[config.mk]
export PLATFORM = sky130hd
export DESIGN_NAME = conv_mac
export DESIGN_NICKNAME = d
export VERILOG_FILES = /design/src/rtl/cnn_pixel_pkg.sv /design/src/rtl/cnn_coef_pkg.sv /design/src/rtl/conv_mac.sv
export VERILOG_INCLUDE_DIRS = /design/src /design/src/rtl
export SDC_FILE = /design/constraint.sdc
export NUM_CORES = 2
export LEC_CHECK = 0
export ABC_AREA = 1
export BUFFER_PORTS_ARGS = -buffer_cell sky130_fd_sc_hd__buf_2
export CAP_MARGIN = 30
export CORE_MARGIN = 5
export CORE_UTILIZATION = 25
export CTS_CLUSTER_DIAMETER = 200
export DETAILED_ROUTE_END_ITERATION = 7
export GPL_TIMING_DRIVEN = 0
export MAX_ROUTING_LAYER = met4
export SLEW_MARGIN = 20
export SYNTH_ARGS = -nofsm -noshare
export SYNTH_HDL_FRONTEND = slang
export SYNTH_SLANG_ARGS = --single-unit
[constraint.sdc]
create_clock -name clk -period 7.3 [get_ports clk]
set_input_delay 0.73 -clock clk [delete_from_list [all_inputs] [get_ports clk]]
set_output_delay 0.73 -clock clk [all_outputs]
set_load 0.02 [all_outputs]
[src/rtl/cnn_defines.svh]
`ifndef CNN_DEFINES_SVH
`define CNN_DEFINES_SVH

// Frame geometry in pixels.
`define CNN_IMG_W       28
`define CNN_IMG_H       28

`define CNN_K           5                                   // Kernel side, square kernel.

`define CNN_PIXEL_BW    8                                   // Unsigned input pixel.
`define CNN_WEIGHT_BW   8                                   // Signed kernel weight.
`define CNN_BIAS_BW     16                                  // Signed bias.

// A pixel is zero-extended by one bit before the signed multiply.
`define CNN_PROD_BW     (`CNN_PIXEL_BW + `CNN_WEIGHT_BW + 1)

// Growth for K*K terms keeps the full sum free of overflow.
`define CNN_ACC_BW      (`CNN_PROD_BW + $clog2(`CNN_K * `CNN_K))

`define CNN_OUT_SHIFT   6                                   // Scale down after the bias.
`define CNN_OUT_BW      8                                   // Unsigned output pixel.

`endif

[src/rtl/cnn_pixel_pkg.sv]
`include "cnn_defines.svh"

package cnn_pixel_pkg;

    typedef logic [`CNN_PIXEL_BW-1:0] pixel_t;

    // A K x K neighbourhood of the frame, addressed as pix[row][col].
    // Row 0 is the oldest line and column 0 is the leftmost pixel.
    typedef struct packed {
        pixel_t [`CNN_K-1:0][`CNN_K-1:0] pix;
    } window_t;

endpackage

[src/rtl/cnn_coef_pkg.sv]
`include "cnn_defines.svh"

package cnn_coef_pkg;

    typedef logic signed [`CNN_WEIGHT_BW-1:0] weight_t;

    // Same layout as the pixel window, addressed as w[row][col].
    typedef struct packed {
        weight_t [`CNN_K-1:0][`CNN_K-1:0] w;
    } kernel_t;

    typedef logic signed [`CNN_BIAS_BW-1:0] bias_t;

    typedef logic signed [`CNN_PROD_BW-1:0] product_t;     // One pixel times one weight.
    typedef logic signed [`CNN_ACC_BW-1:0]  acc_t;         // Sum over the whole window.

    typedef logic [`CNN_OUT_BW-1:0] result_t;

endpackage

[src/rtl/conv_mac.sv]
`include "cnn_defines.svh"

module conv_mac (
    input  logic                   clk,
    input  logic                   reset_n,

    input  logic                   i_window_valid,
    input  cnn_pixel_pkg::window_t i_window,
    input  cnn_coef_pkg::kernel_t  i_kernel,

    output logic                   o_acc_valid,
    output cnn_coef_pkg::acc_t     o_acc
);
    import cnn_coef_pkg::*;

    localparam int K = `CNN_K;

    product_t prod_d  [K][K];
    product_t prod_q  [K][K];
    acc_t     row_sum [K];
    acc_t     acc_d;
    logic     prod_valid;

    // Pixels are unsigned, so a zero bit on top keeps them positive in the signed multiply.
    always_comb begin
        for (int r = 0; r < K; r++) begin
            for (int c = 0; c < K; c++) begin
                prod_d[r][c] = $signed({1'b0, i_window.pix[r][c]}) * $signed(i_kernel.w[r][c]);
            end
        end
    end

    always_ff @(posedge clk) begin
        if (i_window_valid) begin
            prod_q <= prod_d;
        end
    end

    // Row sums first, then the rows, all at accumulator width.
    always_comb begin
        acc_d = '0;
        for (int r = 0; r < K; r++) begin
            row_sum[r] = '0;
            for (int c = 0; c < K; c++) begin
                row_sum[r] = row_sum[r] + acc_t'(prod_q[r][c]);
            end
            acc_d = acc_d + row_sum[r];
        end
    end

    always_ff @(posedge clk) begin
        if (prod_valid) begin
            o_acc <= acc_d;
        end
    end

    // Strobe follows the data through both register stages.
    always_ff @(posedge clk or negedge reset_n) begin
        if (!reset_n) begin
            prod_valid  <= 1'b0;
            o_acc_valid <= 1'b0;
        end else begin
            prod_valid  <= i_window_valid;
            o_acc_valid <= prod_valid;
        end
    end

endmodule

======== Word-level counts from Yosys, hierarchy flattened ========
Cells that the tools add are included.
word-level totals
  bits in registers ....................... 449
  output and inout port bits .............. 23
  word-level logic and storage cells ...... 77
operators by class
  add/subtract/negate cells ............... 24
  $mul .................................... 25
operators with widths
  kind                        count
  multiplier 9 x 8 -> 17 bit  25
  adder 20 x 17 -> 21 bit     5
  adder 19 x 17 -> 20 bit     5
  adder 18 x 17 -> 19 bit     5
  adder 17 x 17 -> 18 bit     5
  adder 22 x 21 -> 22 bit     3
  adder 21 x 21 -> 22 bit     1

======== Longest topological paths before layout ========
  depth in word-level cells ............... 8
  gate-level depth with buffers ........... 24
  gate-level depth less buffers ........... 24

======== Least setup slack after synthesis ========
Ideal clock, no wire load.
  path kind ............................... register to register
  start ................................... reg prod_q[373] (netlist name)
  end ..................................... reg o_acc[21], data pin
  setup time .............................. 0.252 ns
  arrival ................................. 5.150 ns
  required time ........................... 7.048 ns
  slack ................................... 1.897 ns
  stages on the path, launching flop included .. 23
  cells stage by stage .................... edfxtp_1 fa_1 inv_1 fa_1 inv_1 fa_1 inv_1 fa_1 fa_1 inv_1 fa_1 inv_1 fa_1 inv_1 ha_1 nand2_1 inv_1 nand3_1 a21oi_1 nor2_1 nand3_1 nand2_1 nand2_1
on the way
  word-level cells in the longest chain between the ends .. 6
ends and longest elaborated chain
  what                                  line            text
  from (decl)                           conv_mac.sv:19  product_t prod_q [K][K];
  from (signal assigned)                conv_mac.sv:35  prod_q <= prod_d;
  adder 19 x 17 -> 20 bit               conv_mac.sv:45  row_sum[r] = row_sum[r] + acc_t'(prod_q[r][c]);
  adder 20 x 17 -> 21 bit               conv_mac.sv:45
  adder 21 x 21 -> 22 bit               conv_mac.sv:47  acc_d = acc_d + row_sum[r];
  adder 22 x 21 -> 22 bit (3 in a row)  conv_mac.sv:47
  net acc_d[21]                         conv_mac.sv:21  acc_t acc_d;
  to (signal assigned)                  conv_mac.sv:53  o_acc <= acc_d;
  to (decl)                             conv_mac.sv:12  output cnn_coef_pkg::acc_t o_acc
The timed path passes the listed nets, and every way through them passes these cells.
A chain may end at the register's enable or synchronous reset.

======== Worst setup path after layout ========
  start ................................... reg prod_q[342] (netlist name)
  end ..................................... reg o_acc[10], data pin
on the way
  word-level cells in the longest chain between the ends .. 5
ends and longest elaborated chain
  what                                  line
  adder 20 x 17 -> 21 bit               conv_mac.sv:45
  adder 21 x 21 -> 22 bit               conv_mac.sv:47
  adder 22 x 21 -> 22 bit (3 in a row)  conv_mac.sv:47
  net acc_d[10]                         conv_mac.sv:21
The timed path passes the listed nets, and every way through them passes these cells.

==> results by group <==
Global route
  • Met2 Use GR: 22.1%
  • Global-route wire length before repair: 346 mm
  • Grt ovf: 0
  • Met3 GRT Util: 2.00%
  • Initial antenna violation count: 80
  • GRT Total Usage: 13.6%
  • Most used routing layer: met2
  • Vias in the first global route: 59,100
  • Met1 usage: 17.8%
  • Pin count of the biggest net entering global routing: 100

Floorplanning
  • Die Wd: 582 um
  • Starting density of the core: 25.1%
  • Area of the core: 0.327 mm^2
  • Rows: 210
  • Die H: 582 um
  • Die Area: 0.339 mm^2
  • I/O pin total: 426

Drt
  • Post-Route WL: 223 mm
  • Post-DRT Antenna Nets: 0
  • Initial DRT Pass Iterations: 5
  • Wire length per cell: 15.7 um
  • Iter 0 DRT Violations: 2,818
  • Via-per-instance ratio: 4.06
  • DRC viols: 0
  • Routed via count: 57,500

Synth
  • Largest cells by area after synthesis: fa_1, ha_1, edfxtp_1
  • XOR/XNOR Fraction of Synth Area: 2.37%
  • Post-synthesis sequential area ratio: 16.5%
  • Mux share of post-synthesis cell area: 0%
  • Top FF cell, synth: edfxtp_1
  • Synth top area share: 32.6%
  • Number of synthesized flops with an enable pin: 447
  • Mapped Cells: 9,591
  • Synth cell count leaders: inv_1, nand2_1, fa_1
  • Largest family of logic cells by synthesized area: adder cells
  • Syn_nets: 12,400
  • Compound-Gate Fraction of Synth Area: 2.79%
  • Ys async rst share: 0.445%
  • Simple-gate share of the synthesized area: 13.8%
  • Synth warn: 0
  • Synth Cell Area: 0.0818 mm^2
  • Unique masters post-synth: 34
  • Top-count cell post-synth: inv_1
  • Synth Register Bits: 449
  • Adder-cell share of the synthesized area: 49.5%
  • Synth Area per Inst: 8.53 um^2
  • Yosys top cell by area: fa_1

Critical path
  • FF-to-FF setup slack: 0.82 ns
  • Setup CP Type: reg2reg
  • Worst Setup EP: o_acc[10]
  • Critical path peak fanout: 3
  • CP Cell Sequence: fa_1, inv_1, fa_1, fa_1, inv_1, fa_1, inv_1, fa_1, fa_1, inv_1, ha_1, ha_1, inv_1, fa_1, inv_1, nand3_1, nand3_1, nand2_1, nand2_1, xor2_1
  • Worst Setup End Kind: flip-flop
  • Crit path top cell by count: fa_1
  • Slowest-stage cell, CP: xor2_1
  • CP peak stage delay: 0.72 ns
  • Launching point of the worst reg2reg path: prod_q[342]
  • Worst path bufs/invs: 6
  • CP Depth: 20
  • Top cell family by delay on the critical path: adder cells
  • Launch point of the critical path: prod_q[342]
  • Critical path required time: 7.68 ns
  • Crit path DAT: 6.85 ns
  • Startpoint Class: flip-flop
  • Reg2Reg Depth: 20
  • Reg2reg end: o_acc[10]

Clocking
  • CTS root buf: clkbuf_16
  • Clk slew on worst S/H paths: 0.06 ns
  • CTS Sinks: 449
  • CTS tree: yes
  • CTS Buf Count: 58
  • Clock Tree Buf Depth: 3
  • Clock Latency Late Sink: 0.70 ns
  • Clock H-tree levels: 2

Timing
  • Period utilization: 88.7%
  • RSZ-0062 raised after global routing: no
  • Slew @ Worst Pin: 0.947 ns
  • Fin. max-slew vios: 0
  • Setup violators final: 0
  • Min cycle time layout: 6.48 ns
  • Final count of hold timing violations: 0
  • Setup slack after layout: 0.822 ns
  • Relative slew slack: 36.9%
  • Clock skew: 0.0644 ns
  • Peak Freq: 154 MHz

Cells and area
  • Core Util, Final: 27.5%
  • Area occupied by multi-input gates: 0.0560 mm^2
  • Register Area: 0.0135 mm^2
  • Share of cells above drive strength 1: 3.38%
  • Finished Layout Cells: 14,200
  • Fin nets: 12,500
  • Filler cells: 34,900
  • Syn-to-layout area delta: 9.82%

Placed design
  • Buffers on Ports: 50
  • Dpl hpwl: 196 mm
  • Setup slack after placement: 0.798 ns
  • GP Congestion: 0.879
  • Placed Cells: 14,000

Run status
  • Status: complete, no violations

Hold path
  • Hold crit path type: in2async

Flow run
  • Max Cap Viol: 0
## through the flow
step                setup TNS (ns)  hold slack (ns)  cell area, um^2
finish                           0            0.342            89900
floorplan                        0            0.434            81800
CTS                              0            0.270            89700
global route                     0            0.305            89800
global placement           -595.60            0.516            87500
detailed placement               0            0.517            87700
## cells in the final DEF, fill, tap and decap left out, drive strengths merged
| master | count |
|---|---|
| buf | 55 |
| nor2 | 195 |
| xor2 | 138 |
| nor3b | 1 |
| a21oi | 241 |
| nor3 | 42 |
| edfxtp | 447 |
| xnor2 | 83 |
| a31oi | 24 |
| dlygate4sd3 | 1 |
| clkinvlp | 5 |
| o21ai | 45 |
| nand3 | 167 |
| o21a | 20 |
| diode | 64 |
| clkinv | 29 |
| a21o | 18 |
| clkbuf | 441 |
| dfrtp | 2 |
| nand2 | 2236 |
| a211oi | 1 |
| bufinv | 8 |
| ha | 1107 |
| and2 | 3 |
| nand4 | 7 |
| nand3b | 25 |
| inv | 2909 |
| o21bai | 43 |
| or2 | 131 |
| fa | 1331 |
## layer usage
layer | vias up | share of wire, %
li1 | 28200 | -
met1 | 28000 | 45
met2 | 1143 | 47
met3 | 236 | 4.9
met4 | 0 | 3.2
met5 | - | 0
## cell families after synthesis
kind of cell / count (synthesis)
buffers and inverters: 3284
AO/OA/AOI/OAI: 392
XOR/XNOR: 221
AND/OR/NAND/NOR: 2807
flip-flops: 449
adder cells (fa/ha/maj): 2438
## registers in the layout (all words and copies together), names as in the netlist
| register | count |
|---|---|
| prod_q | 425 |
| o_acc_valid | 1 |
| o_acc | 22 |
| prod_valid | 1 |
## how the worst min path moves through the flow
stage | to | slack (ns) | cells past startpoint
after floorplan | o_acc_valid | 0.43 | 0
after global placement | o_acc_valid | 0.52 | 1
after detailed placement | o_acc_valid | 0.52 | 1
after CTS | o_acc_valid | 0.27 | 2
after global routing | o_acc_valid | 0.31 | 2
final | prod_valid | 0.34 | 2
## area by class of cell
class                   count  area share [%]
diodes                     64           0.178
plain buffers             375            1.57
clock buffers              66            1.67
clock inverters            42           0.587
inverters                2909            12.1
multi-input cells        5858            62.4
flip-flops and latches    449            15.0
well taps                4346            6.05
repair buffers             56           0.454
## timing repair
item / in CTS / in global routing
resized for setup: 0 / 0
hold buffers: 1 / 0
endpoints found under the hold margin: 2 / 0
setup buffers: 0 / 0
Power is left out: the tool's default activity adds up to more than one toggle a clock period on the data nets, which glitch-free logic cannot reach.
