### src/rtl/cnn_defines.svh
`ifndef CNN_DEFINES_SVH
`define CNN_DEFINES_SVH

// Frame geometry in pixels.
`define CNN_IMG_W       28
`define CNN_IMG_H       28

`define CNN_K           5                                   // Kernel side, square kernel.

`define CNN_PIXEL_BW    8                                   // Unsigned input pixel.
`define CNN_WEIGHT_BW   8                                   // Signed kernel weight.
`define CNN_BIAS_BW     16                                  // Signed bias.

// A pixel is zero-extended by one bit before the signed multiply.
`define CNN_PROD_BW     (`CNN_PIXEL_BW + `CNN_WEIGHT_BW + 1)

// Growth for K*K terms keeps the full sum free of overflow.
`define CNN_ACC_BW      (`CNN_PROD_BW + $clog2(`CNN_K * `CNN_K))

`define CNN_OUT_SHIFT   6                                   // Scale down after the bias.
`define CNN_OUT_BW      8                                   // Unsigned output pixel.

`endif

### src/rtl/cnn_coef_pkg.sv
`include "cnn_defines.svh"

package cnn_coef_pkg;

    typedef logic signed [`CNN_WEIGHT_BW-1:0] weight_t;

    // Same layout as the pixel window, addressed as w[row][col].
    typedef struct packed {
        weight_t [`CNN_K-1:0][`CNN_K-1:0] w;
    } kernel_t;

    typedef logic signed [`CNN_BIAS_BW-1:0] bias_t;

    typedef logic signed [`CNN_PROD_BW-1:0] product_t;     // One pixel times one weight.
    typedef logic signed [`CNN_ACC_BW-1:0]  acc_t;         // Sum over the whole window.

    typedef logic [`CNN_OUT_BW-1:0] result_t;

endpackage

### src/rtl/bias_relu.sv
`include "cnn_defines.svh"

module bias_relu (
    input  logic                  clk,
    input  logic                  reset_n,

    input  logic                  i_acc_valid,
    input  cnn_coef_pkg::acc_t    i_acc,
    input  cnn_coef_pkg::bias_t   i_bias,

    output logic                  o_out_valid,
    output cnn_coef_pkg::result_t o_out_pixel
);
    import cnn_coef_pkg::*;

    localparam int SUM_BW = $bits(acc_t) + 1;

    logic signed [SUM_BW-1:0] sum;
    logic signed [SUM_BW-1:0] relu;
    logic signed [SUM_BW-1:0] shifted;
    result_t                  out_d;

    always_comb begin
        sum     = i_acc + i_bias;                          // Both sides sign-extend to SUM_BW.
        relu    = sum[SUM_BW-1] ? '0 : sum;
        shifted = relu >>> `CNN_OUT_SHIFT;
        // Any bit above the output width means the value is out of range.
        out_d   = (|shifted[SUM_BW-1:`CNN_OUT_BW]) ? '1 : shifted[`CNN_OUT_BW-1:0];
    end

    always_ff @(posedge clk) begin
        if (i_acc_valid) begin
            o_out_pixel <= out_d;
        end
    end

    always_ff @(posedge clk or negedge reset_n) begin
        if (!reset_n) begin
            o_out_valid <= 1'b0;
        end else begin
            o_out_valid <= i_acc_valid;
        end
    end

endmodule

### config.mk
export PLATFORM = sky130hd
export DESIGN_NAME = bias_relu
export DESIGN_NICKNAME = d
export VERILOG_FILES = /design/src/rtl/cnn_coef_pkg.sv /design/src/rtl/bias_relu.sv
export VERILOG_INCLUDE_DIRS = /design/src /design/src/rtl
export SDC_FILE = /design/constraint.sdc
export NUM_CORES = 1
export LEC_CHECK = 0
export BUFFER_PORTS_ARGS = -buffer_cell sky130_fd_sc_hd__clkbuf_2
export CAP_MARGIN = 20
export CELL_PAD_IN_SITES_DETAIL_PLACEMENT = 1
export CELL_PAD_IN_SITES_GLOBAL_PLACEMENT = 1
export CORE_MARGIN = 3
export CORE_UTILIZATION = 39
export CTS_CLUSTER_DIAMETER = 50
export CTS_CLUSTER_SIZE = 8
export DETAILED_ROUTE_END_ITERATION = 10
export PLACE_DENSITY = 0.85
export SLEW_MARGIN = 20
export SYNTH_ARGS = -nofsm -noshare
export SYNTH_HDL_FRONTEND = slang
export SYNTH_SLANG_ARGS = --single-unit
### constraint.sdc
create_clock -name clk -period 0.8 [get_ports clk]
set_input_delay 0.08 -clock clk [delete_from_list [all_inputs] [get_ports clk]]
set_output_delay 0.08 -clock clk [all_outputs]
set_load 0.005 [all_outputs]
==> flow_metrics.py, run 1 <==
metrics = {
    "logic_synthesis": {
        "post-synth-top-count-cell": "sky130_fd_sc_hd__ha_1",
        "yosys.area.top_type": "sky130_fd_sc_hd__ha_1",
        "synth_fp_nets": 218,
        "ys_dominant_reg_cell": "sky130_fd_sc_hd__edfxtp_1",
        "yosysUniqueCellTypes": 43,
        "synthTopCellsByArea": "sky130_fd_sc_hd__ha_1 (19%), sky130_fd_sc_hd__edfxtp_1 (17%), sky130_fd_sc_hd__a21oi_1 (5.0%)",
        "yosys_register_bits": 9,
        "synth.avg_cell_area_um2": 8.92,
        "synth-warning-count": 0,
        "number_of_synthesized_flops_with_an_enable_pin": 8,
        "postSynthCellCount": 156,
        "yosys.area.top_type_share_pct": 18.9,
        "synth.cells.most_frequent": "sky130_fd_sc_hd__ha_1 (21), sky130_fd_sc_hd__a21oi_1 (14), sky130_fd_sc_hd__o21ai_0 (14)",
        "synth_async_sr_flop_share_pct": 11.1,
        "mappedNetlistArea_um2": 1390,
        "portion_of_the_post_synthesis_area_used_by_sequential_elements_pct": 19.1,
    },
    "clock_tree": {
        "clock_tree.buffer_depth": 2,
        "cts_buffers": 3,
        "cts_max_level": 1,
        "numClockSinks": 9,
        "cts_root_buffer": "sky130_fd_sc_hd__clkbuf_4",
    },
    "die": {
        "rows": 21,
        "chipHeight_um": 65.7,
        "pin_count": 50,
        "start_util_pct": 41.0,
        "die_width_um": 65.7,
    },
    "placed_design": {
        "gp_routability_congestion": 0.864,
        "buffer_ports.inserted": 49,
        "dpl.hpwl_um": 5080,
        "place_ws_ns": -1.92,
    },
    "timing": {
        "worstEndpointType": "register data pin",
        "postGrtWorstEndpoint": "o_out_pixel[7]$_SDFFCE_PP1P_/D",
    },
    "outcome": {
        "flow.first_error": "[ERROR DPL-0033] detailed placement checks failed during check placement.",
        "status": "did not finish",
        "stop_stage": "global routing (5_1_grt)",
    },
    "global_route": {
        "antenna_violations_before_repair": 0,
        "grt_max_degree": 10,
    },
}
-- timing repair --
item,in CTS
buffers inserted,1
endpoints found under the setup margin,17
hold buffers,1
pin swaps,6
endpoints found under the hold margin,1
gates resized for setup,7
-- metrics by stage --
step           instances  instance area (um^2)
4_1_cts              309                  2270
2_1_floorplan        156                  1480
3_3_place_gp         303                  2180
3_5_place_dp         303                  2180
-- cell families after synthesis --
group	share of synthesized area [%]
AO/OA/AOI/OAI	38.7
AND/OR/NAND/NOR	13.6
adder cells (fa/ha/maj)	18.9
XOR/XNOR	6.92
flip-flops	19.1
buffers and inverters	1.35
multiplexers	1.53
==> run 2, diff against run 1 <==
--- a/config.mk
+++ b/config.mk
@@ -8,14 +8,10 @@
 export LEC_CHECK = 0
 export BUFFER_PORTS_ARGS = -buffer_cell sky130_fd_sc_hd__clkbuf_2
 export CAP_MARGIN = 20
-export CELL_PAD_IN_SITES_DETAIL_PLACEMENT = 1
-export CELL_PAD_IN_SITES_GLOBAL_PLACEMENT = 1
 export CORE_MARGIN = 3
-export CORE_UTILIZATION = 39
-export CTS_CLUSTER_DIAMETER = 50
-export CTS_CLUSTER_SIZE = 8
+export CORE_UTILIZATION = 25
 export DETAILED_ROUTE_END_ITERATION = 10
-export PLACE_DENSITY = 0.85
+export PLACE_DENSITY_LB_ADDON = 0.15
 export SLEW_MARGIN = 20
 export SYNTH_ARGS = -nofsm -noshare
 export SYNTH_HDL_FRONTEND = slang
==> run 2 against run 1 <==
Against the previous run:
- the flow now finishes, with violations (setup timing)
- synthesized cell count did not move
- area after synthesis unchanged
==> flow_metrics.py, run 2 <==
metrics = {
    "outcome": {
        "status": "finished, violations left",
        "failed_checks": "setup timing",
    },
    "logic_synthesis": {
        "yosys_register_bits": 9,
        "postSynthCellCount": 156,
        "ys_dominant_reg_cell": "sky130_fd_sc_hd__edfxtp_1",
        "yosysUniqueCellTypes": 43,
        "synth.cells.most_frequent": "sky130_fd_sc_hd__ha_1 (21), sky130_fd_sc_hd__a21oi_1 (14), sky130_fd_sc_hd__o21ai_0 (14)",
        "synth_fp_nets": 218,
        "portion_of_the_post_synthesis_area_used_by_sequential_elements_pct": 19.1,
        "synth.avg_cell_area_um2": 8.92,
        "synthTopCellsByArea": "sky130_fd_sc_hd__ha_1 (19%), sky130_fd_sc_hd__edfxtp_1 (17%), sky130_fd_sc_hd__a21oi_1 (5.0%)",
        "number_of_synthesized_flops_with_an_enable_pin": 8,
        "synth-warning-count": 0,
        "synth_async_sr_flop_share_pct": 11.1,
        "mappedNetlistArea_um2": 1390,
        "post-synth-top-count-cell": "sky130_fd_sc_hd__ha_1",
        "yosys.area.top_type": "sky130_fd_sc_hd__ha_1",
        "yosys.area.top_type_share_pct": 18.9,
    },
    "power": {
        "total_leakage_power_nw": 1.07,
        "p_per_area_nw_per_um2": 1150,
        "total_power_mw": 2.84,
        "power.internal_mw": 1.84,
        "net-switching-power_mw": 1.00,
        "power.share.switching_pct": 35.3,
        "irDropWorstVdd_v": 0.000581,
        "seq_power_share_pct": 21.1,
        "clockPowerShare_pct": 17.9,
        "power_frac_comb_pct": 60.9,
    },
    "die": {
        "start_util_pct": 26.6,
        "chipHeight_um": 80.6,
        "core_region_area_um2": 5240,
        "rows": 26,
        "fp.dieArea_um2": 6500,
        "pin_count": 50,
        "die_width_um": 80.6,
    },
    "critical_path": {
        "biggest_fanout_along_the_worst_timing_path": 8,
        "worst_path_max_delay_cell": "sky130_fd_sc_hd__or3_4",
        "crit_family": "compound AO/OA/AOI/OAI gates",
        "class_of_the_most_critical_setup_path": "input port to flip-flop",
        "cp_num_buf_inv": 3,
        "slowest_delay_ns": 0.41,
        "timing.critical_path.arrival_ns": 2.17,
        "worstSetupEndpointType": "flip-flop",
        "critical_path.most_common_cell": "sky130_fd_sc_hd__a211o_1",
        "list_of_cells_traversed_by_the_critical_path": "clkbuf_2, ha_4, buf_6, a211o_1, or3_4, a31oi_4, a211o_1, o2111ai_2, a2111oi_4, buf_4, a31oi_1",
        "timing.critical_path.required_ns": 0.77,
        "critical_path.startpoint_type": "input port",
    },
    "clock_tree": {
        "cts_max_level": 1,
        "tritoncts": "built",
        "cts_root_buffer": "sky130_fd_sc_hd__clkbuf_8",
        "cts_buffers": 3,
        "clock_tree.buffer_depth": 2,
        "clk_transition_reported_paths_ns": 0.04,
        "numClockSinks": 9,
    },
    "timing": {
        "timing_hold_violations_final": 0,
        "tightest_slew_ns": 0.358,
        "setup_viol_count_final": 8,
        "rsz0062_at_grt": "yes",
        "slew_viol_final": 0,
        "timing.final.ws_setup_ns": -1.40,
        "timing.final.crit_period_ns": 2.20,
        "fmax_ghz": 0.454,
        "relSlewSlack_pct": 76.0,
        "fin_crit_sh_pct": 275,
        "totalNegativeSetupSlack_ns": -11.16,
    },
    "drt": {
        "routed_wl_um": 4100,
        "drtPass1Iterations": 4,
        "maxUsedRoutingLayer": "met4",
        "routed_wire_length_per_instance_um": 12.2,
        "detailroute.wirelength.met3_um": 167,
        "routed-wl-met2_um": 1910,
        "dr_total_vias": 1627,
        "antenna_left": 0,
        "post-route-drc-count": 0,
        "wl_met1_um": 1980,
        "post_drt_via_cell_ratio": 4.86,
        "drtIter0Drc": 39,
    },
    "global_route": {
        "first_global_vias": 1652,
        "grt.total_usage_pct": 13.4,
        "grt-ovfl-total": 0,
        "antenna_violations_before_repair": 0,
        "grt_max_degree": 10,
        "global_route_wire_length_before_repair_um": 7070,
    },
    "job": {
        "maxCapViolations": 0,
    },
    "finish": {
        "final_nets": 328,
        "syn_to_final_growth_pct": 76.8,
        "layout.area.seq_um2": 265,
        "largest_reg_flops": 8,
        "multi_input_comb_area_um2": 1350,
        "final_standard_cell_utilization_of_the_core_pct": 47.0,
        "layout_commonest_cell": "sky130_fd_sc_hd__buf_4",
        "num_antenna_cells": 0,
        "largestRegisters": "o_out_pixel (8), o_out_valid (1)",
        "design_area_um2": 2460,
        "most-common-layout-cells": "sky130_fd_sc_hd__buf_4 (55), sky130_fd_sc_hd__clkbuf_2 (46), sky130_fd_sc_hd__a21oi_1 (12), sky130_fd_sc_hd__ha_4 (12), sky130_fd_sc_hd__nand2_1 (10)",
        "num-fill-cells": 517,
        "post_route_cells_drive_above_1_share_pct": 55.8,
        "top_register": "o_out_pixel",
    },
    "placed_design": {
        "detailed_place.area_um2": 2230,
        "buffer_ports.inserted": 49,
        "dpl.hpwl_um": 3590,
        "gp_routability_congestion": 0.823,
    },
    "worst_hold_path": {
        "hp-class": "input port to flip-flop",
    },
}
run 2: power by group through the flow:
stage / Combinational [mW] / Clock [mW] / Sequential, mW
finish: 1.73 / 0.510 / 0.600
global route: 1.92 / 0.561 / 0.603
CTS: 1.67 / 0.530 / 0.600
detailed placement: 1.58 / 0 / 0.608
global placement: 1.58 / 0 / 0.607
floorplan: 0.867 / 0 / 0.617
run 2: metrics by stage:
stage               hold WS (ns)  cells  worst slack (ns)
global route               0.112    335             -1.55
floorplan                 -0.216    156             -1.56
CTS                        0.105    335             -1.42
detailed placement        -0.143    329             -1.75
finish                     0.101    335             -1.40
global placement          -0.145    329             -1.73
run 2: layout make-up:
type | instances | area share, %
Multi-Input combinational cell | 142 | 55.0
Timing Repair Buffer | 106 | 28.2
Sequential cell | 9 | 10.8
Tap cell | 70 | 3.56
Clock buffer | 4 | 1.83
Inverter | 4 | 0.610
run 2: timing repair:
item	in CTS	in global routing
buffers inserted	1	0
endpoints found under the hold margin	1	0
endpoints found under the setup margin	8	13
hold buffers	1	0
gates resized for setup	14	18
cloned	0	0
pin swaps	7	12
run 2: cells by family after synthesis:
family | share of synthesized area (%)
AO/OA/AOI/OAI | 38.7
XOR/XNOR | 6.92
adder cells (fa/ha/maj) | 18.9
buffers and inverters | 1.35
flip-flops | 19.1
multiplexers | 1.53
AND/OR/NAND/NOR | 13.6
run 2: final timing paths:
kind | start | end | slack (ns) | cells past startpoint
max | i_acc[8] | o_out_pixel[0] | -1.40 | 11
max in group asynchronous | reset_n | o_out_valid | 0.56 | 2
min in group asynchronous | reset_n | o_out_valid | 0.16 | 2
min | i_acc_valid | o_out_valid | 0.10 | 1
run 2: per-layer routing:
metal / vias to the layer above / global-route usage [%]
met3: 3 / 1.01
li1: 853 / -
met4: 0 / 3.04
met5: - / 0
met2: 38 / 22.8
met1: 733 / 18.4
Power figures use the tool's default switching activity.
==> run 3, diff against run 2 <==
--- a/config.mk
+++ b/config.mk
@@ -8,9 +8,9 @@
 export LEC_CHECK = 0
 export BUFFER_PORTS_ARGS = -buffer_cell sky130_fd_sc_hd__clkbuf_2
 export CAP_MARGIN = 20
-export CORE_MARGIN = 3
-export CORE_UTILIZATION = 25
+export CORE_AREA = 3 3 64 66
 export DETAILED_ROUTE_END_ITERATION = 10
+export DIE_AREA = 0 0 67 69
 export PLACE_DENSITY_LB_ADDON = 0.15
 export SLEW_MARGIN = 20
 export SYNTH_ARGS = -nofsm -noshare
==> run 3 against run 2 <==
Against the previous run:
- the flow still finishes with violations (setup timing)
- sequential cell count stayed put
- non-clock buffer count stayed put
- first-iteration DRC count up 67%
- critical path depth unchanged
- core utilization rose by 20 points
- die area shrank 29%
- fmax down 1.5%
- setup slack got worse by 0.034 ns
- clock-buffer cell count stayed put
- final cell count shrank 6.6%
- combinational power rose by 2%
- largest cell class unchanged
==> flow_metrics.py, run 3 (synthesized netlist as in run 2, its figures left out) <==
metrics = {
    "outcome": {
        "status": "finished, violations left",
        "failed_checks": "setup timing",
    },
    "die": {
        "die_width_um": 67,
        "core_region_area_um2": 3630,
        "fp.dieArea_um2": 4620,
        "pin_count": 50,
        "rows": 22,
        "chipHeight_um": 69,
        "start_util_pct": 38.3,
    },
    "drt": {
        "routed_wl_um": 4260,
        "antenna_left": 0,
        "routed_wire_length_per_instance_um": 13.6,
        "detailroute.wirelength.met3_um": 189,
        "dr_total_vias": 1678,
        "maxUsedRoutingLayer": "met4",
        "routed-wl-met2_um": 2120,
        "drtIter0Drc": 65,
        "wl_met1_um": 1890,
        "drtPass1Iterations": 6,
        "post_drt_via_cell_ratio": 5.36,
        "post-route-drc-count": 0,
    },
    "timing": {
        "rsz0062_at_grt": "yes",
        "tightest_slew_ns": 0.375,
        "fmax_ghz": 0.447,
        "timing_hold_violations_final": 0,
        "timing.final.crit_period_ns": 2.24,
        "totalNegativeSetupSlack_ns": -11.38,
        "slew_viol_final": 0,
        "relSlewSlack_pct": 74.8,
        "setup_viol_count_final": 8,
        "fin_crit_sh_pct": 280,
        "timing.final.ws_setup_ns": -1.44,
    },
    "clock_tree": {
        "numClockSinks": 9,
        "clk_transition_reported_paths_ns": 0.04,
        "cts_root_buffer": "sky130_fd_sc_hd__clkbuf_8",
        "cts_buffers": 3,
        "cts_max_level": 1,
        "clock_tree.buffer_depth": 2,
        "tritoncts": "built",
    },
    "finish": {
        "post_route_cells_drive_above_1_share_pct": 56.2,
        "final_nets": 328,
        "top_register": "o_out_pixel",
        "most-common-layout-cells": "sky130_fd_sc_hd__buf_4 (57), sky130_fd_sc_hd__clkbuf_2 (46), sky130_fd_sc_hd__ha_4 (13), sky130_fd_sc_hd__a21oi_1 (12), sky130_fd_sc_hd__nand2_1 (11)",
        "num_antenna_cells": 0,
        "largestRegisters": "o_out_pixel (8), o_out_valid (1)",
        "syn_to_final_growth_pct": 75.7,
        "layout_commonest_cell": "sky130_fd_sc_hd__buf_4",
        "largest_reg_flops": 8,
    },
    "critical_path": {
        "biggest_fanout_along_the_worst_timing_path": 8,
        "critical_path.startpoint_type": "input port",
        "class_of_the_most_critical_setup_path": "input port to flip-flop",
        "timing.critical_path.required_ns": 0.76,
        "timing.critical_path.arrival_ns": 2.20,
        "worstSetupEndpointType": "flip-flop",
    },
    "global_route": {
        "grt_max_degree": 10,
        "grt.total_usage_pct": 18.1,
        "grt-ovfl-total": 0,
        "global_route_wire_length_before_repair_um": 6760,
        "antenna_violations_before_repair": 0,
        "first_global_vias": 1568,
    },
    "power": {
        "p_per_area_nw_per_um2": 1180,
        "irDropWorstVdd_v": 0.000419,
        "total_leakage_power_nw": 1.07,
    },
    "job": {
        "maxCapViolations": 0,
    },
    "placed_design": {
        "place_ws_ns": -1.85,
        "buffer_ports.inserted": 49,
        "dpl.hpwl_um": 3530,
        "gp_routability_congestion": 0.884,
    },
    "worst_hold_path": {
        "worstHoldEndpoint": "o_out_valid",
        "worst_hold_path.num_cells": 1,
        "hold_start": "i_acc_valid",
        "hp-class": "input port to flip-flop",
    },
}
run 3: layer usage:
layer  global-route usage (%)  vias to the layer above
li1                         -                      856
met1                     24.1                      766
met2                     30.5                       49
met3                    0.977                        7
met4                     6.08                        0
met5                        0                        -
run 3: layout make-up:
class | instances | area (um^2)
Inverter | 4 | 15.0
Multi-Input combinational cell | 142 | 1370
Fill cell | 313 | 1190
Clock buffer | 4 | 45.0
Sequential cell | 9 | 265
Tap cell | 48 | 60.1
Timing Repair Buffer | 106 | 691
run 3: through the flow:
stage / util [%] / instance area [um^2] / hold WS, ns / std cells / total power [mW]
2_1_floorplan: - / 1480 / -0.216 / 156 / 1.48
5_1_grt: 67.3 / 2440 / 0.107 / 313 / 3.10
4_1_cts: 64.1 / 2330 / 0.106 / 312 / 2.78
3_3_place_gp: 60.3 / 2190 / -0.145 / 306 / 2.14
6_report: 67.3 / 2440 / 0.104 / 313 / 2.88
3_5_place_dp: 60.3 / 2190 / -0.144 / 306 / 2.18
run 3: what timing repair did:
item / CTS / global route
endpoints found under the hold margin: 1 / 0
hold buffers: 1 / 0
pin swaps: 11 / 17
buffers inserted: 1 / 1
resized for setup: 10 / 23
setup endpoints to repair: 9 / 16
run 3: how the worst max path moves through the flow:
stage / end / cells past startpoint / from / slack [ns]
2_1_floorplan: o_out_pixel[0] / 9 / i_acc[1] / -1.56
3_5_place_dp: o_out_pixel[0] / 11 / i_acc[12] / -1.85
3_3_place_gp: o_out_pixel[0] / 11 / i_acc[1] / -1.71
6_report: o_out_pixel[0] / 11 / i_acc[1] / -1.44
4_1_cts: o_out_pixel[0] / 11 / i_acc[1] / -1.44
5_1_grt: o_out_pixel[7] / 11 / i_acc[2] / -1.56
run 3: where the power goes:
| group | internal (mW) | switching, mW | total (mW) |
|---|---|---|---|
| combinational | 0.922 | 0.844 | 1.77 |
| clock | 0.346 | 0.166 | 0.512 |
| sequential | 0.587 | 0.0133 | 0.600 |
run 3: critical path, stage by stage:
cell and delay, ns:
sky130_fd_sc_hd__buf_6 0.10, sky130_fd_sc_hd__ha_4 0.22, sky130_fd_sc_hd__a311o_1 0.29, sky130_fd_sc_hd__a21oi_2 0.23, sky130_fd_sc_hd__o311ai_4 0.11, sky130_fd_sc_hd__a21o_1 0.24, sky130_fd_sc_hd__a311oi_2 0.27, sky130_fd_sc_hd__o2111ai_2 0.17
sky130_fd_sc_hd__a2111oi_4 0.21, sky130_fd_sc_hd__buf_4 0.20, sky130_fd_sc_hd__a31oi_1 0.09
