[config.mk]
export PLATFORM = sky130hd
export DESIGN_NAME = line_buffer
export DESIGN_NICKNAME = d
export VERILOG_FILES = /design/src/rtl/cnn_pixel_pkg.sv /design/src/rtl/line_buffer.sv
export VERILOG_INCLUDE_DIRS = /design/src /design/src/rtl
export SDC_FILE = /design/constraint.sdc
export NUM_CORES = 1
export LEC_CHECK = 0
export ABC_AREA = 0
export BUFFER_PORTS_ARGS = -buffer_cell sky130_fd_sc_hd__buf_2
export CORE_ASPECT_RATIO = 1.5
export CORE_UTILIZATION = 30
export CTS_CLUSTER_SIZE = 16
export DETAILED_ROUTE_END_ITERATION = 8
export HOLD_SLACK_MARGIN = 0.03
export PLACE_DENSITY = 0.43
export SYNTH_ARGS = -nofsm -noshare
export SYNTH_HDL_FRONTEND = slang
export SYNTH_SLANG_ARGS = --single-unit
[constraint.sdc]
create_clock -name clk -period 4.02 [get_ports clk]
set_input_delay 0.603 -clock clk [delete_from_list [all_inputs] [get_ports clk]]
set_output_delay 0.603 -clock clk [all_outputs]
set_load 0.005 [all_outputs]
[src/rtl/cnn_defines.svh]
`ifndef CNN_DEFINES_SVH
`define CNN_DEFINES_SVH

// Frame geometry in pixels.
`define CNN_IMG_W       28
`define CNN_IMG_H       28

`define CNN_K           5                                   // Kernel side, square kernel.

`define CNN_PIXEL_BW    8                                   // Unsigned input pixel.
`define CNN_WEIGHT_BW   8                                   // Signed kernel weight.
`define CNN_BIAS_BW     16                                  // Signed bias.

// A pixel is zero-extended by one bit before the signed multiply.
`define CNN_PROD_BW     (`CNN_PIXEL_BW + `CNN_WEIGHT_BW + 1)

// Growth for K*K terms keeps the full sum free of overflow.
`define CNN_ACC_BW      (`CNN_PROD_BW + $clog2(`CNN_K * `CNN_K))

`define CNN_OUT_SHIFT   6                                   // Scale down after the bias.
`define CNN_OUT_BW      8                                   // Unsigned output pixel.

`endif

[src/rtl/cnn_pixel_pkg.sv]
`include "cnn_defines.svh"

package cnn_pixel_pkg;

    typedef logic [`CNN_PIXEL_BW-1:0] pixel_t;

    // A K x K neighbourhood of the frame, addressed as pix[row][col].
    // Row 0 is the oldest line and column 0 is the leftmost pixel.
    typedef struct packed {
        pixel_t [`CNN_K-1:0][`CNN_K-1:0] pix;
    } window_t;

endpackage

[src/rtl/line_buffer.sv]
`include "cnn_defines.svh"

module line_buffer #(
    parameter int IMG_W = `CNN_IMG_W,
    parameter int IMG_H = `CNN_IMG_H
) (
    input  logic                   clk,
    input  logic                   reset_n,

    input  logic                   i_in_valid,
    input  cnn_pixel_pkg::pixel_t  i_pixel,

    output logic                   o_window_valid,
    output cnn_pixel_pkg::window_t o_window
);
    import cnn_pixel_pkg::*;

    localparam int K  = `CNN_K;
    localparam int XW = $clog2(IMG_W);
    localparam int YW = $clog2(IMG_H);

    logic [XW-1:0] x_cnt;
    logic [YW-1:0] y_cnt;
    logic          last_col;
    logic          last_row;
    logic          win_pos;

    pixel_t  line_mem [K-1][IMG_W];                        // Row 0 holds the oldest line.
    pixel_t  column   [K];
    window_t win_q;

    assign last_col = (x_cnt == XW'(IMG_W - 1));
    assign last_row = (y_cnt == YW'(IMG_H - 1));

    // The window is complete once K columns and K rows have been seen.
    assign win_pos  = (x_cnt >= XW'(K - 1)) && (y_cnt >= YW'(K - 1));

    // Raster position of the next pixel, wrapping at the end of the frame.
    always_ff @(posedge clk or negedge reset_n) begin
        if (!reset_n) begin
            x_cnt <= '0;
            y_cnt <= '0;
        end else if (i_in_valid) begin
            if (last_col) begin
                x_cnt <= '0;
                if (last_row) begin
                    y_cnt <= '0;                           // Next frame starts at the top.
                end else begin
                    y_cnt <= y_cnt + 1'b1;
                end
            end else begin
                x_cnt <= x_cnt + 1'b1;
            end
        end
    end

    // Vertical slice under the current column, newest pixel at the bottom.
    always_comb begin
        for (int r = 0; r < K - 1; r++) begin
            column[r] = line_mem[r][x_cnt];
        end
        column[K-1] = i_pixel;
    end

    // Each column of the storage moves up by one line as the new pixel arrives.
    always_ff @(posedge clk) begin
        if (i_in_valid) begin
            for (int r = 0; r < K - 2; r++) begin
                line_mem[r][x_cnt] <= line_mem[r + 1][x_cnt];
            end
            line_mem[K-2][x_cnt] <= i_pixel;
        end
    end

    // K-wide shift register of columns. After the pixel at column x it holds columns x-4 to x.
    always_ff @(posedge clk) begin
        if (i_in_valid) begin
            for (int r = 0; r < K; r++) begin
                for (int c = 0; c < K - 1; c++) begin
                    win_q.pix[r][c] <= win_q.pix[r][c + 1];
                end
                win_q.pix[r][K-1] <= column[r];
            end
        end
    end

    always_ff @(posedge clk or negedge reset_n) begin
        if (!reset_n) begin
            o_window_valid <= 1'b0;
        end else begin
            o_window_valid <= i_in_valid && win_pos;       // Windows wrapping a line edge are dropped.
        end
    end

    assign o_window = win_q;

endmodule

* Yosys cells after proc, flatten, opt, wreduce, memory -nomap -nowiden
Memory sizes are Yosys's and may differ from the RTL's. Index checks and enable logic that the tools add are counted. W data, S select, Z words.
Operators by class: equality and inequality tests 2, $add $sub $neg 2, bitwise gates (word level) 1, mux-type cells 18, $lt $le $gt $ge 4, reduce and logical (&&, ||, !) cells 4
Operators with widths (count):
- $mux W224 | 1
- $bmux W8 S5 | 4
- $mux W8 | 9
- $demux W8 S5 | 1
- $add A5 B1 Y5 const B | 2
- $eq A5 B5 Y1 const B | 2
- $ge A5 B3 Y1 const B | 2
- $mux W5 | 2
- $ge A6 B6 Y1 const B | 1
- $lt A6 B1 Y1 const B | 1
- $not A5 Y6 | 1
- $logic_and A1 B1 Y1 | 3
- $reduce_and A2 Y1 | 1
- $mux W1 | 1
Word-level totals: memories kept 1, logic and storage cells 60, RAM bits 896, input port bits 11, flip-flop bits (word level) 211, output and inout bits 201
Memory list:
- line_mem | words 4, width 224, rd ports 4, clocked after Yosys merged registers in 0, write ports 4, line line_buffer.sv:28 | pixel_t line_mem [K-1][IMG_W];

* Logic depth before layout (Yosys ltp)
Gate-level depths: netlist of run 1.
depth in word-level cells 6, gate-level depth with buffers 9, mapped depth without buffers 5

* Worst setup path after synthesis of run 1
No wires, ideal clock.
kind flip-flop to flip-flop, start register x_cnt[0], end memory line_mem[0][72] (netlist name) (enable), setup time 0.461 ns, arrival 3.784 ns, data required time 3.559 ns, slack -0.225 ns, clock period less this slack 4.245 ns, stages on the path, launching flop included 10, buffers on the path 5, cell sequence dfrtp_1 > buf_6 > buf_6 > buf_6 > buf_6 > buf_4 > inv_1 > ha_1 > nand2_1 > nor3_1
RTL lines:
- start: declaration | line line_buffer.sv:22 | logic [XW-1:0] x_cnt;
- start signal: assignment | line line_buffer.sv:52 | x_cnt <= x_cnt + 1'b1;
- end: declaration | line line_buffer.sv:28

==> results.md, run 1 <==
* VDD IR max at 427.3 uV
* Routed wire length at 113900 microns
* DRC at 0
* Drt first pass iters at 7
* Largest net degree at the start of global routing at 110
* Final Hold Viols at 0
* Worst hold margin at 0.2481 ns
* Die Footprint at 138100 sq um
* Crit path required time at 4.48 ns
* # port buffers at 211
* Iter 0 DRT Violations at 1513
* GRT Residual Overflow at 0
* Clock Tree Buf Depth at 3
* CP Capture Type: register
* Slew headroom at 45.34%
* Async SR Flop Fraction at 0.9937%
* Final Cycle Share at 79.55%
* Final ANT Viol Nets at 0
* RSZ-0062 raised after global routing: false
* P&R area growth vs syn at 19.13%
* Post-Syn Area at 40960 sq um
* CTS Buf Count at 112
* Fmax at 312.7 MHz
* # setup viols final at 0
* Initial antenna violation count at 3
* Layout cell share with drive strength beyond 1 at 29.85%
* Dpl hpwl at 65340 microns
* Worst skew pair latency at 0.73 ns
* Primary FF master, synth: edfxtp_1
* Minimum clock period at 3.198 ns
* Clk root buf: clkbuf_16
* # clock sinks at 1107
* Max FO, Critical Path at 51
* Final net count at 2257
* Synth Register Bits at 1107
* Initial Util at 30.29%
* Routed wire per std cell at 27.87 microns
* CTS tree: done
* Yosys warns at 0
* Height of the die at 454.6 microns
* Final Skew at 0.02364 ns
* Mapped Nets at 1894
* Reg clk slew, reported paths at 0.06 ns
* GPL Wtd Cong at 0.7583
* H-tree levels at 3
* Post-route cell area at 48800 sq um
* First-pass GRT wire length at 160300 microns
* Via/cell ratio at 4.933
* Static leakage at 16.04 nW
* Core Area at 135200 sq um
* Yosys top cell area share at 80.34%
* Post-synthesis cell type count at 49
* Final setup TNS at 0 ns
* CP Class: reg2reg
* Slew Viols, Final at 0
* Post-synth EDFFs at 1096
* Placed cell count at 3878
* Tightest Pin Transition at 0.8199 ns
* Post-Place Cell Area at 45190 sq um
* Synth area leader: edfxtp_1
* Pwr/cell area at 736.2 nW/um^2
* Maxcap violations at 0
* Register area share after synthesis at 81.01%
* Min-Delay Path Class: in2reg
* Vias in the first global route at 21145
* Site Rows at 165
* Synth area leaders: edfxtp_1 (80%), mux4_2 (7.8%), mux2i_1 (4.2%), a22oi_1 (1.3%), dfrtp_1 (0.67%)
* Data arrival time of the worst path at 3.66 ns
* Top Ports at 212
* Routed via count at 20158
* GRT Util Overall at 16.47%
* Post-synthesis average cell area at 21.82 sq um
* Status: complete, no violations
* Final non-filler cell total at 4086
* Die width at 303.7 microns
* Post-synthesis cell count at 1877
* Startpoint Class: register
## synth_stat cells, types with 3 or more instances
| library cell | instances |
|---|---|
| buf_1 | 4 |
| o211a_1 | 4 |
| and2_1 | 4 |
| mux2_2 | 4 |
| o22ai_1 | 16 |
| edfxtp_1 | 1096 |
| nand4_1 | 26 |
| nor2_1 | 34 |
| o21ai_0 | 8 |
| buf_6 | 17 |
| a22oi_1 | 73 |
| clkbuf_1 | 27 |
| a21oi_1 | 8 |
| nor3_1 | 5 |
| o211ai_1 | 11 |
| ha_1 | 6 |
| nand3_1 | 33 |
| buf_8 | 3 |
| nand2b_1 | 4 |
| buf_2 | 27 |
| nand2_1 | 54 |
| dfrtp_1 | 11 |
| mux4_2 | 141 |
| nor2b_1 | 10 |
| a211oi_1 | 18 |
| o32ai_1 | 20 |
| buf_4 | 12 |
| mux2i_1 | 170 |
| inv_1 | 6 |
## metrics by stage
step	utilization, %	worst slack, ns	power (mW)
after floorplan	-	0.2106	21.40
after global placement	33.42	0.7910	25.96
after detailed placement	33.42	0.7615	26.15
after CTS	36.09	0.7588	36.57
after global routing	36.09	0.7282	37.43
final	36.09	0.8221	35.93
## registers in the layout, indices dropped and copies added, names as in the netlist
register and count:
line_mem 896, o_window 200, o_window_valid 1, x_cnt 5
y_cnt 5
## report_power, final
part / switching, mW / leakage, nW / internal (mW)
combinational: 6.04 / 4.09 / 2.66
sequential: 0.532 / 10.2 / 16.4
clock: 4.51 / 1.76 / 5.79
total: 11.1 / 16.0 / 24.8
## critical path: stages (launching register included)
cell,delay (ns)
dfrtp_4,0.92
buf_12,0.46
mux2i_1,0.46
o32ai_1,0.18
a211oi_1,0.32
nand3_1,0.29
buf_12,0.25
## routing by layer
metal  track usage (%)  wire length [microns]  up-vias
met3             2.867                   4802      191
met1             20.21                  46810    10882
met4             6.401                   3796        0
met5                 0                      0        -
li1                  -                      -     8552
met2             28.83                  58450      533
## cell families after synthesis
group / after synthesis / synth area share, %
flip-flops: 1107 / 81.01
AND/OR/NAND/NOR: 183 / 2.199
AO/OA/AOI/OAI: 166 / 2.993
buffers and inverters: 99 / 1.573
XOR/XNOR: 1 / 0.02138
adder cells (fa/ha/maj): 6 / 0.1833
multiplexers: 315 / 12.02
## what timing repair did
action / 4_1_cts / 5_1_grt
hold buffers: 1 / 0
setup buffers: 0 / 0
gates resized for setup: 0 / 0
hold endpoints to repair: 11 / 0
## final cells by class
cell class	instances	area, sq um
antenna	1	2.502
clock buffer	140	3023
clock inverter	66	575.6
fill	12428	86420
inverter	7	26.28
multi-input combinational	671	7376
sequential	1107	33200
tap	1753	2193
timing repair buffer	341	2407
## worst paths after layout
path                                     from       endpoint  slack (ns)  depth (start not counted)
worst max-delay path                 x_cnt[0]  o_window[112]        0.82                          6
worst min-delay path               i_in_valid  o_window[195]        0.25                          1
worst max register to register       x_cnt[0]  o_window[112]        0.82                          6
worst min register to register  o_window[102]   o_window[94]        0.44                          0
max in group asynchronous             reset_n       x_cnt[1]        3.44                          2
min in group asynchronous             reset_n       y_cnt[2]        0.31                          2
## placed cells by master (no fill, tap or decap), drive strengths merged, types with 26 or more instances in the layout
cell    netlist  layout
edfxtp     1096    1096
buf          65     340
mux2i       170     170
mux4        141     141
clkbuf       27     140
a22oi        73      73
nand2        54      54
clkinv        1      49
nor2         34      34
nand3        33      33
nand4        26      26
Note: power is estimated with default switching activity, not from simulation.
==> run 2, diff against run 1 <==
--- a/config.mk
+++ b/config.mk
@@ -13,7 +13,7 @@
 export CTS_CLUSTER_SIZE = 16
 export DETAILED_ROUTE_END_ITERATION = 8
 export HOLD_SLACK_MARGIN = 0.03
-export PLACE_DENSITY = 0.43
+export PLACE_DENSITY = 0.42
 export SYNTH_ARGS = -nofsm -noshare
 export SYNTH_HDL_FRONTEND = slang
 export SYNTH_SLANG_ARGS = --single-unit
==> constraint.sdc (replaced) <==
create_clock -name clk -period 3 [get_ports clk]
set_input_delay 0.45 -clock clk [delete_from_list [all_inputs] [get_ports clk]]
set_output_delay 0.45 -clock clk [all_outputs]
set_load 0.005 [all_outputs]
==> results.md, run 2 (synthesized netlist as in run 1, its figures left out) <==
* FF-to-FF End: line_mem[1][138]
* PnR worst setup slack at 0.1242 ns
* Logic pwr share at 26.2%
* Layout cell share with drive strength beyond 1 at 31.29%
* CP bufs+invs at 2
* Final non-filler cell total at 4138
* Placed cell count at 3945
* GRT Residual Overflow at 0
* Final setup TNS at 0 ns
* Drt first pass iters at 6
* Filler cells at 12318
* Crit path required time at 3.45 ns
* Worst path cell trace: or4bb_1 > o32ai_1 > buf_4 > a211oi_1 > o211ai_1 > buf_12
* # setup viols final at 0
* CP startpoint: x_cnt[1]
* Max FO, Critical Path at 29
* Initial Util at 30.29%
* CP Class: reg2reg
* Final ANT Viol Nets at 0
* Slew headroom at 43.71%
* Clock Power Share at 27.3%
* Final net count at 2322
* Tightest Pin Transition at 0.8416 ns
* Worst skew pair latency at 0.72 ns
* Static leakage at 16.41 nW
* Largest net degree at the start of global routing at 80
* Minimum clock period at 2.876 ns
* Max reg flops at 896
* Die width at 303.7 microns
* Crit. path cell count at 6
* # clock sinks at 1107
* Via/cell ratio at 4.880
* Core Area at 135200 sq um
* Biggest register: line_mem
* Commonest non-fill, non-tap cell in the layout: edfxtp_1
* CTS tree: done
* GPL Wtd Cong at 0.7560
* Final core utilization at 36.64%
* Slowest cell on the critical path: dfrtp_4
* Flop2flop setup slack at 0.12 ns
* Vias in the first global route at 21253
* Worst setup endpoint: line_mem[1][138]
* Routed via count at 20193
* # port buffers at 211
* Commonest cells after routing, fill and taps aside: edfxtp_1 (1096), buf_2 (210), mux2i_1 (170), mux4_2 (141), buf_4 (133)
* Clk root buf: clkbuf_16
* Height of the die at 454.6 microns
* Routed wire per std cell at 28.05 microns
* Die Footprint at 138100 sq um
* Final Skew at 0.02613 ns
* DRC at 0
* Worst reg-to-reg path cell count at 6
* CP max stage delay at 0.82 ns
* Clock Tree Buf Depth at 3
* Worst r2r src: x_cnt[1]
* Reg clk slew, reported paths at 0.07 ns
* Pwr/cell area at 983.2 nW/um^2
* Post-place setup slack at 0.1222 ns
* Final Cycle Share at 95.86%
* RSZ-0062 raised after global routing: false
* Sw Pwr at 14.76 mW
* Final Hold Viols at 0
* P&R area growth vs syn at 20.94%
* First-pass GRT wire length at 163800 microns
* Sequential share of power at 46.6%
* Multi-input logic area at 7375 sq um
* Int Pwr at 33.95 mW
* Fmax at 347.7 MHz
* Maxcap violations at 0
* Startpoint Class: register
* Sequential cell area at 33200 sq um
* Sw frac at 30.30%
* CTS Buf Count at 109
* CP Capture Type: register
* H-tree levels at 3
* Site Rows at 165
* Initial antenna violation count at 2
* Top Ports at 212
* GRT Util Overall at 16.89%
* Routed wire length at 116100 microns
* Post_cts resized at 0
* VDD IR max at 504.4 uV
* Slew Viols, Final at 0
* Data arrival time of the worst path at 3.32 ns
* Iter 0 DRT Violations at 1516
* Dpl hpwl at 69020 microns
* Min-Delay Path Class: in2async
* Status: complete, no violations
* Family with the most delay on the worst path: compound AO/OA/AOI/OAI gates
-- run 2: repair_timing --
| item | 4_1_cts | 5_1_grt |
|---|---|---|
| setup endpoints to repair | 0 | 0 |
| setup buffers | 0 | 0 |
| hold endpoints to repair | 13 | 0 |
| hold buffers | 2 | 0 |
-- run 2: power groups by stage --
stage	Clock [mW]	Sequential [mW]	Combinational, mW
6_report	13.3	22.7	12.7
5_1_grt	14.2	22.9	13.7
4_1_cts	13.7	22.7	13.1
3_5_place_dp	0	23.0	13.1
3_3_place_gp	0	23.0	12.8
2_1_floorplan	0	22.9	5.82
-- run 2: how the worst min path moves through the flow --
| stage | end | slack, ns |
|---|---|---|
| after global placement | o_window_valid | 0.38 |
| after floorplan | o_window_valid | 0.15 |
| after detailed placement | o_window_valid | 0.39 |
| final | x_cnt[0] | 0.18 |
| after CTS | y_cnt[4] | 0.13 |
| after global routing | y_cnt[4] | 0.18 |
-- run 2: final cells by class --
type / count / share of cell area (%)
diodes: 1 / 0.005051
well taps: 1753 / 4.427
clock inverters: 61 / 1.038
flip-flops and latches: 1107 / 67.01
inverters: 7 / 0.05304
clock buffers: 129 / 5.829
multi-input cells: 671 / 14.89
repair buffers: 409 / 6.753
-- run 2: through the flow --
| stage | power [mW] | area (sq um) | hold WS [ns] |
|---|---|---|---|
| floorplan | 28.69 | 41000 | 0.1544 |
| global route | 50.77 | 49540 | 0.1827 |
| detailed placement | 36.14 | 46120 | 0.3854 |
| CTS | 49.62 | 49540 | 0.1302 |
| finish | 48.71 | 49540 | 0.1766 |
| global placement | 35.83 | 46120 | 0.3772 |
-- run 2: layer usage --
metal	part of all wire, %	vias up	track usage (%)	wire length (microns)
met4	2.3	0	5.013	2686
met5	0	-	0	0
met1	40	10897	20.44	46950
met3	3.8	144	2.402	4455
met2	53	466	31.02	61990
li1	-	8686	-	-
==> run 3, diff against run 2 <==
--- a/config.mk
+++ b/config.mk
@@ -7,13 +7,13 @@
 export NUM_CORES = 1
 export LEC_CHECK = 0
 export ABC_AREA = 0
-export BUFFER_PORTS_ARGS = -buffer_cell sky130_fd_sc_hd__buf_2
 export CORE_ASPECT_RATIO = 1.5
 export CORE_UTILIZATION = 30
 export CTS_CLUSTER_SIZE = 16
 export DETAILED_ROUTE_END_ITERATION = 8
+export DONT_BUFFER_PORTS = 1
 export HOLD_SLACK_MARGIN = 0.03
-export PLACE_DENSITY = 0.42
+export PLACE_DENSITY = 0.41
 export SYNTH_ARGS = -nofsm -noshare
 export SYNTH_HDL_FRONTEND = slang
 export SYNTH_SLANG_ARGS = --single-unit
==> results.md, run 3 (synthesized netlist as in run 1, its figures left out) <==
* Status: complete, no violations
* Startpoint Class: register
* Clock Tree Buf Depth at 3
* Die width at 303.7 microns
* Max FO, Critical Path at 30
* Site Rows at 165
* Vias in the first global route at 20470
* Commonest cells after routing, fill and taps aside: edfxtp_1 (1096), mux2i_1 (170), mux4_2 (141), clkbuf_16 (111), buf_4 (108)
* Routed wire length at 117600 microns
* Post-Place Cell Area at 44780 sq um
* Final Cycle Share at 96.48%
* GPL Wtd Cong at 0.7533
* CP Class: reg2reg
* Initial antenna violation count at 2
* Worst skew pair latency at 0.75 ns
* GRT Util Overall at 16.90%
* Slew Viols, Final at 0
* Routed wire per std cell at 29.96 microns
* Flop2flop setup slack at 0.11 ns
* Static leakage at 15.45 nW
* Placed cell count at 3705
* Final ANT Viol Nets at 0
* Final Skew at 0.03618 ns
* Iter 0 DRT Violations at 1474
* CTS tree: done
* Height of the die at 454.6 microns
* Post-route cell area at 48370 sq um
* Number of post-CTS setup repair buffers at 0
* Commonest non-fill, non-tap cell in the layout: edfxtp_1
* Fmax at 345.5 MHz
* # clock sinks at 1107
* Data arrival time of the worst path at 3.35 ns
* Final net count at 2097
* P&R area growth vs syn at 18.08%
* Slew headroom at 9.083%
* Layout cell share with drive strength beyond 1 at 23.28%
* Initial Util at 30.29%
* Via/cell ratio at 4.992
* Dpl hpwl at 66350 microns
* Drt first pass iters at 5
* Top Ports at 212
* Minimum clock period at 2.894 ns
* Maxcap violations at 0
* Filler cells at 12343
* Clk root buf: clkbuf_16
* First-pass GRT wire length at 161900 microns
* Min-Delay Path Class: in2reg
* GRT Residual Overflow at 0
* Pwr/cell area at 989.5 nW/um^2
* Largest net degree at the start of global routing at 213
* # setup viols final at 0
* H-tree levels at 3
* # port buffers at 0
* Core Area at 135200 sq um
* Final Hold Viols at 0
* Multi-input logic area at 7380 sq um
* Biggest register: line_mem
* CTS Buf Count at 111
* Reg clk slew, reported paths at 0.07 ns
* RSZ-0062 raised after global routing: false
* Die Footprint at 138100 sq um
* Routed via count at 19587
* Final non-filler cell total at 3924
* CP Capture Type: register
* Sequential cell area at 33200 sq um
* DRC at 0
* Tightest Pin Transition at 1.364 ns
* Max reg flops at 896
* Crit path required time at 3.45 ns
* VDD IR max at 577.5 uV
[run 3: cell type report]
type / instances / share of cell area [%]
Multi-Input combinational cell: 671 / 15.26
Antenna cell: 2 / 0.01035
Tap cell: 1753 / 4.534
Sequential cell: 1107 / 68.63
Clock inverter: 67 / 1.102
Inverter: 7 / 0.05432
Clock buffer: 135 / 5.929
Timing Repair Buffer: 182 / 4.485
[run 3: timing repair]
item / 4_1_cts / 5_1_grt
endpoints found under the hold margin: 446 / 75
setup endpoints to repair: 0 / 30
hold buffers: 13 / 2
resized for setup: 0 / 2
[run 3: metrics by stage]
stage / setup TNS [ns] / worst slack, ns / hold WS [ns] / power (mW) / util (%)
finish: 0 / 0.1055 / 0.1404 / 47.86 / 35.77
global route: 0 / 0.01299 / 0.03884 / 49.85 / 35.77
CTS: 0 / 0.03654 / -0.1887 / 48.66 / 35.73
detailed placement: 0 / 0.06115 / 0.1555 / 35.24 / 33.11
global placement: 0 / 0.06752 / 0.1555 / 34.99 / 33.11
floorplan: -157.87 / -0.3355 / 0.1544 / 28.69 / -
[run 3: layer usage]
| metal | global-route usage (%) | routed length [microns] |
|---|---|---|
| met5 | 0 | 13 |
| met4 | 5.727 | 3132 |
| met3 | 3.295 | 5525 |
| met2 | 30.09 | 61220 |
| met1 | 20.39 | 47670 |
[run 3: critical path: stages, from the launching register on]
cell and delay (ns):
dfrtp_4 0.59, buf_12 0.22, nor2_1 0.57, buf_4 0.32, a22oi_1 0.15, nand4_1 0.17, nand4_1 0.25, buf_4 0.31
[run 3: worst paths after layout]
kind | start | to | cells past startpoint
worst max-delay path | x_cnt[1] | line_mem[2][107] | 7
worst min-delay path | i_in_valid | o_window[158] | 0
worst max register to register | x_cnt[1] | line_mem[2][107] | 7
worst min register to register | o_window[187] | o_window[179] | 0
max in group asynchronous | reset_n | x_cnt[0] | 1
min in group asynchronous | reset_n | x_cnt[1] | 1
[run 3: power by group]
group,internal (mW),switching (mW),total [mW]
sequential,22.0,0.751,22.8
clock,7.16,6.01,13.2
combinational,3.79,8.14,11.9
total,33.0,14.9,47.9
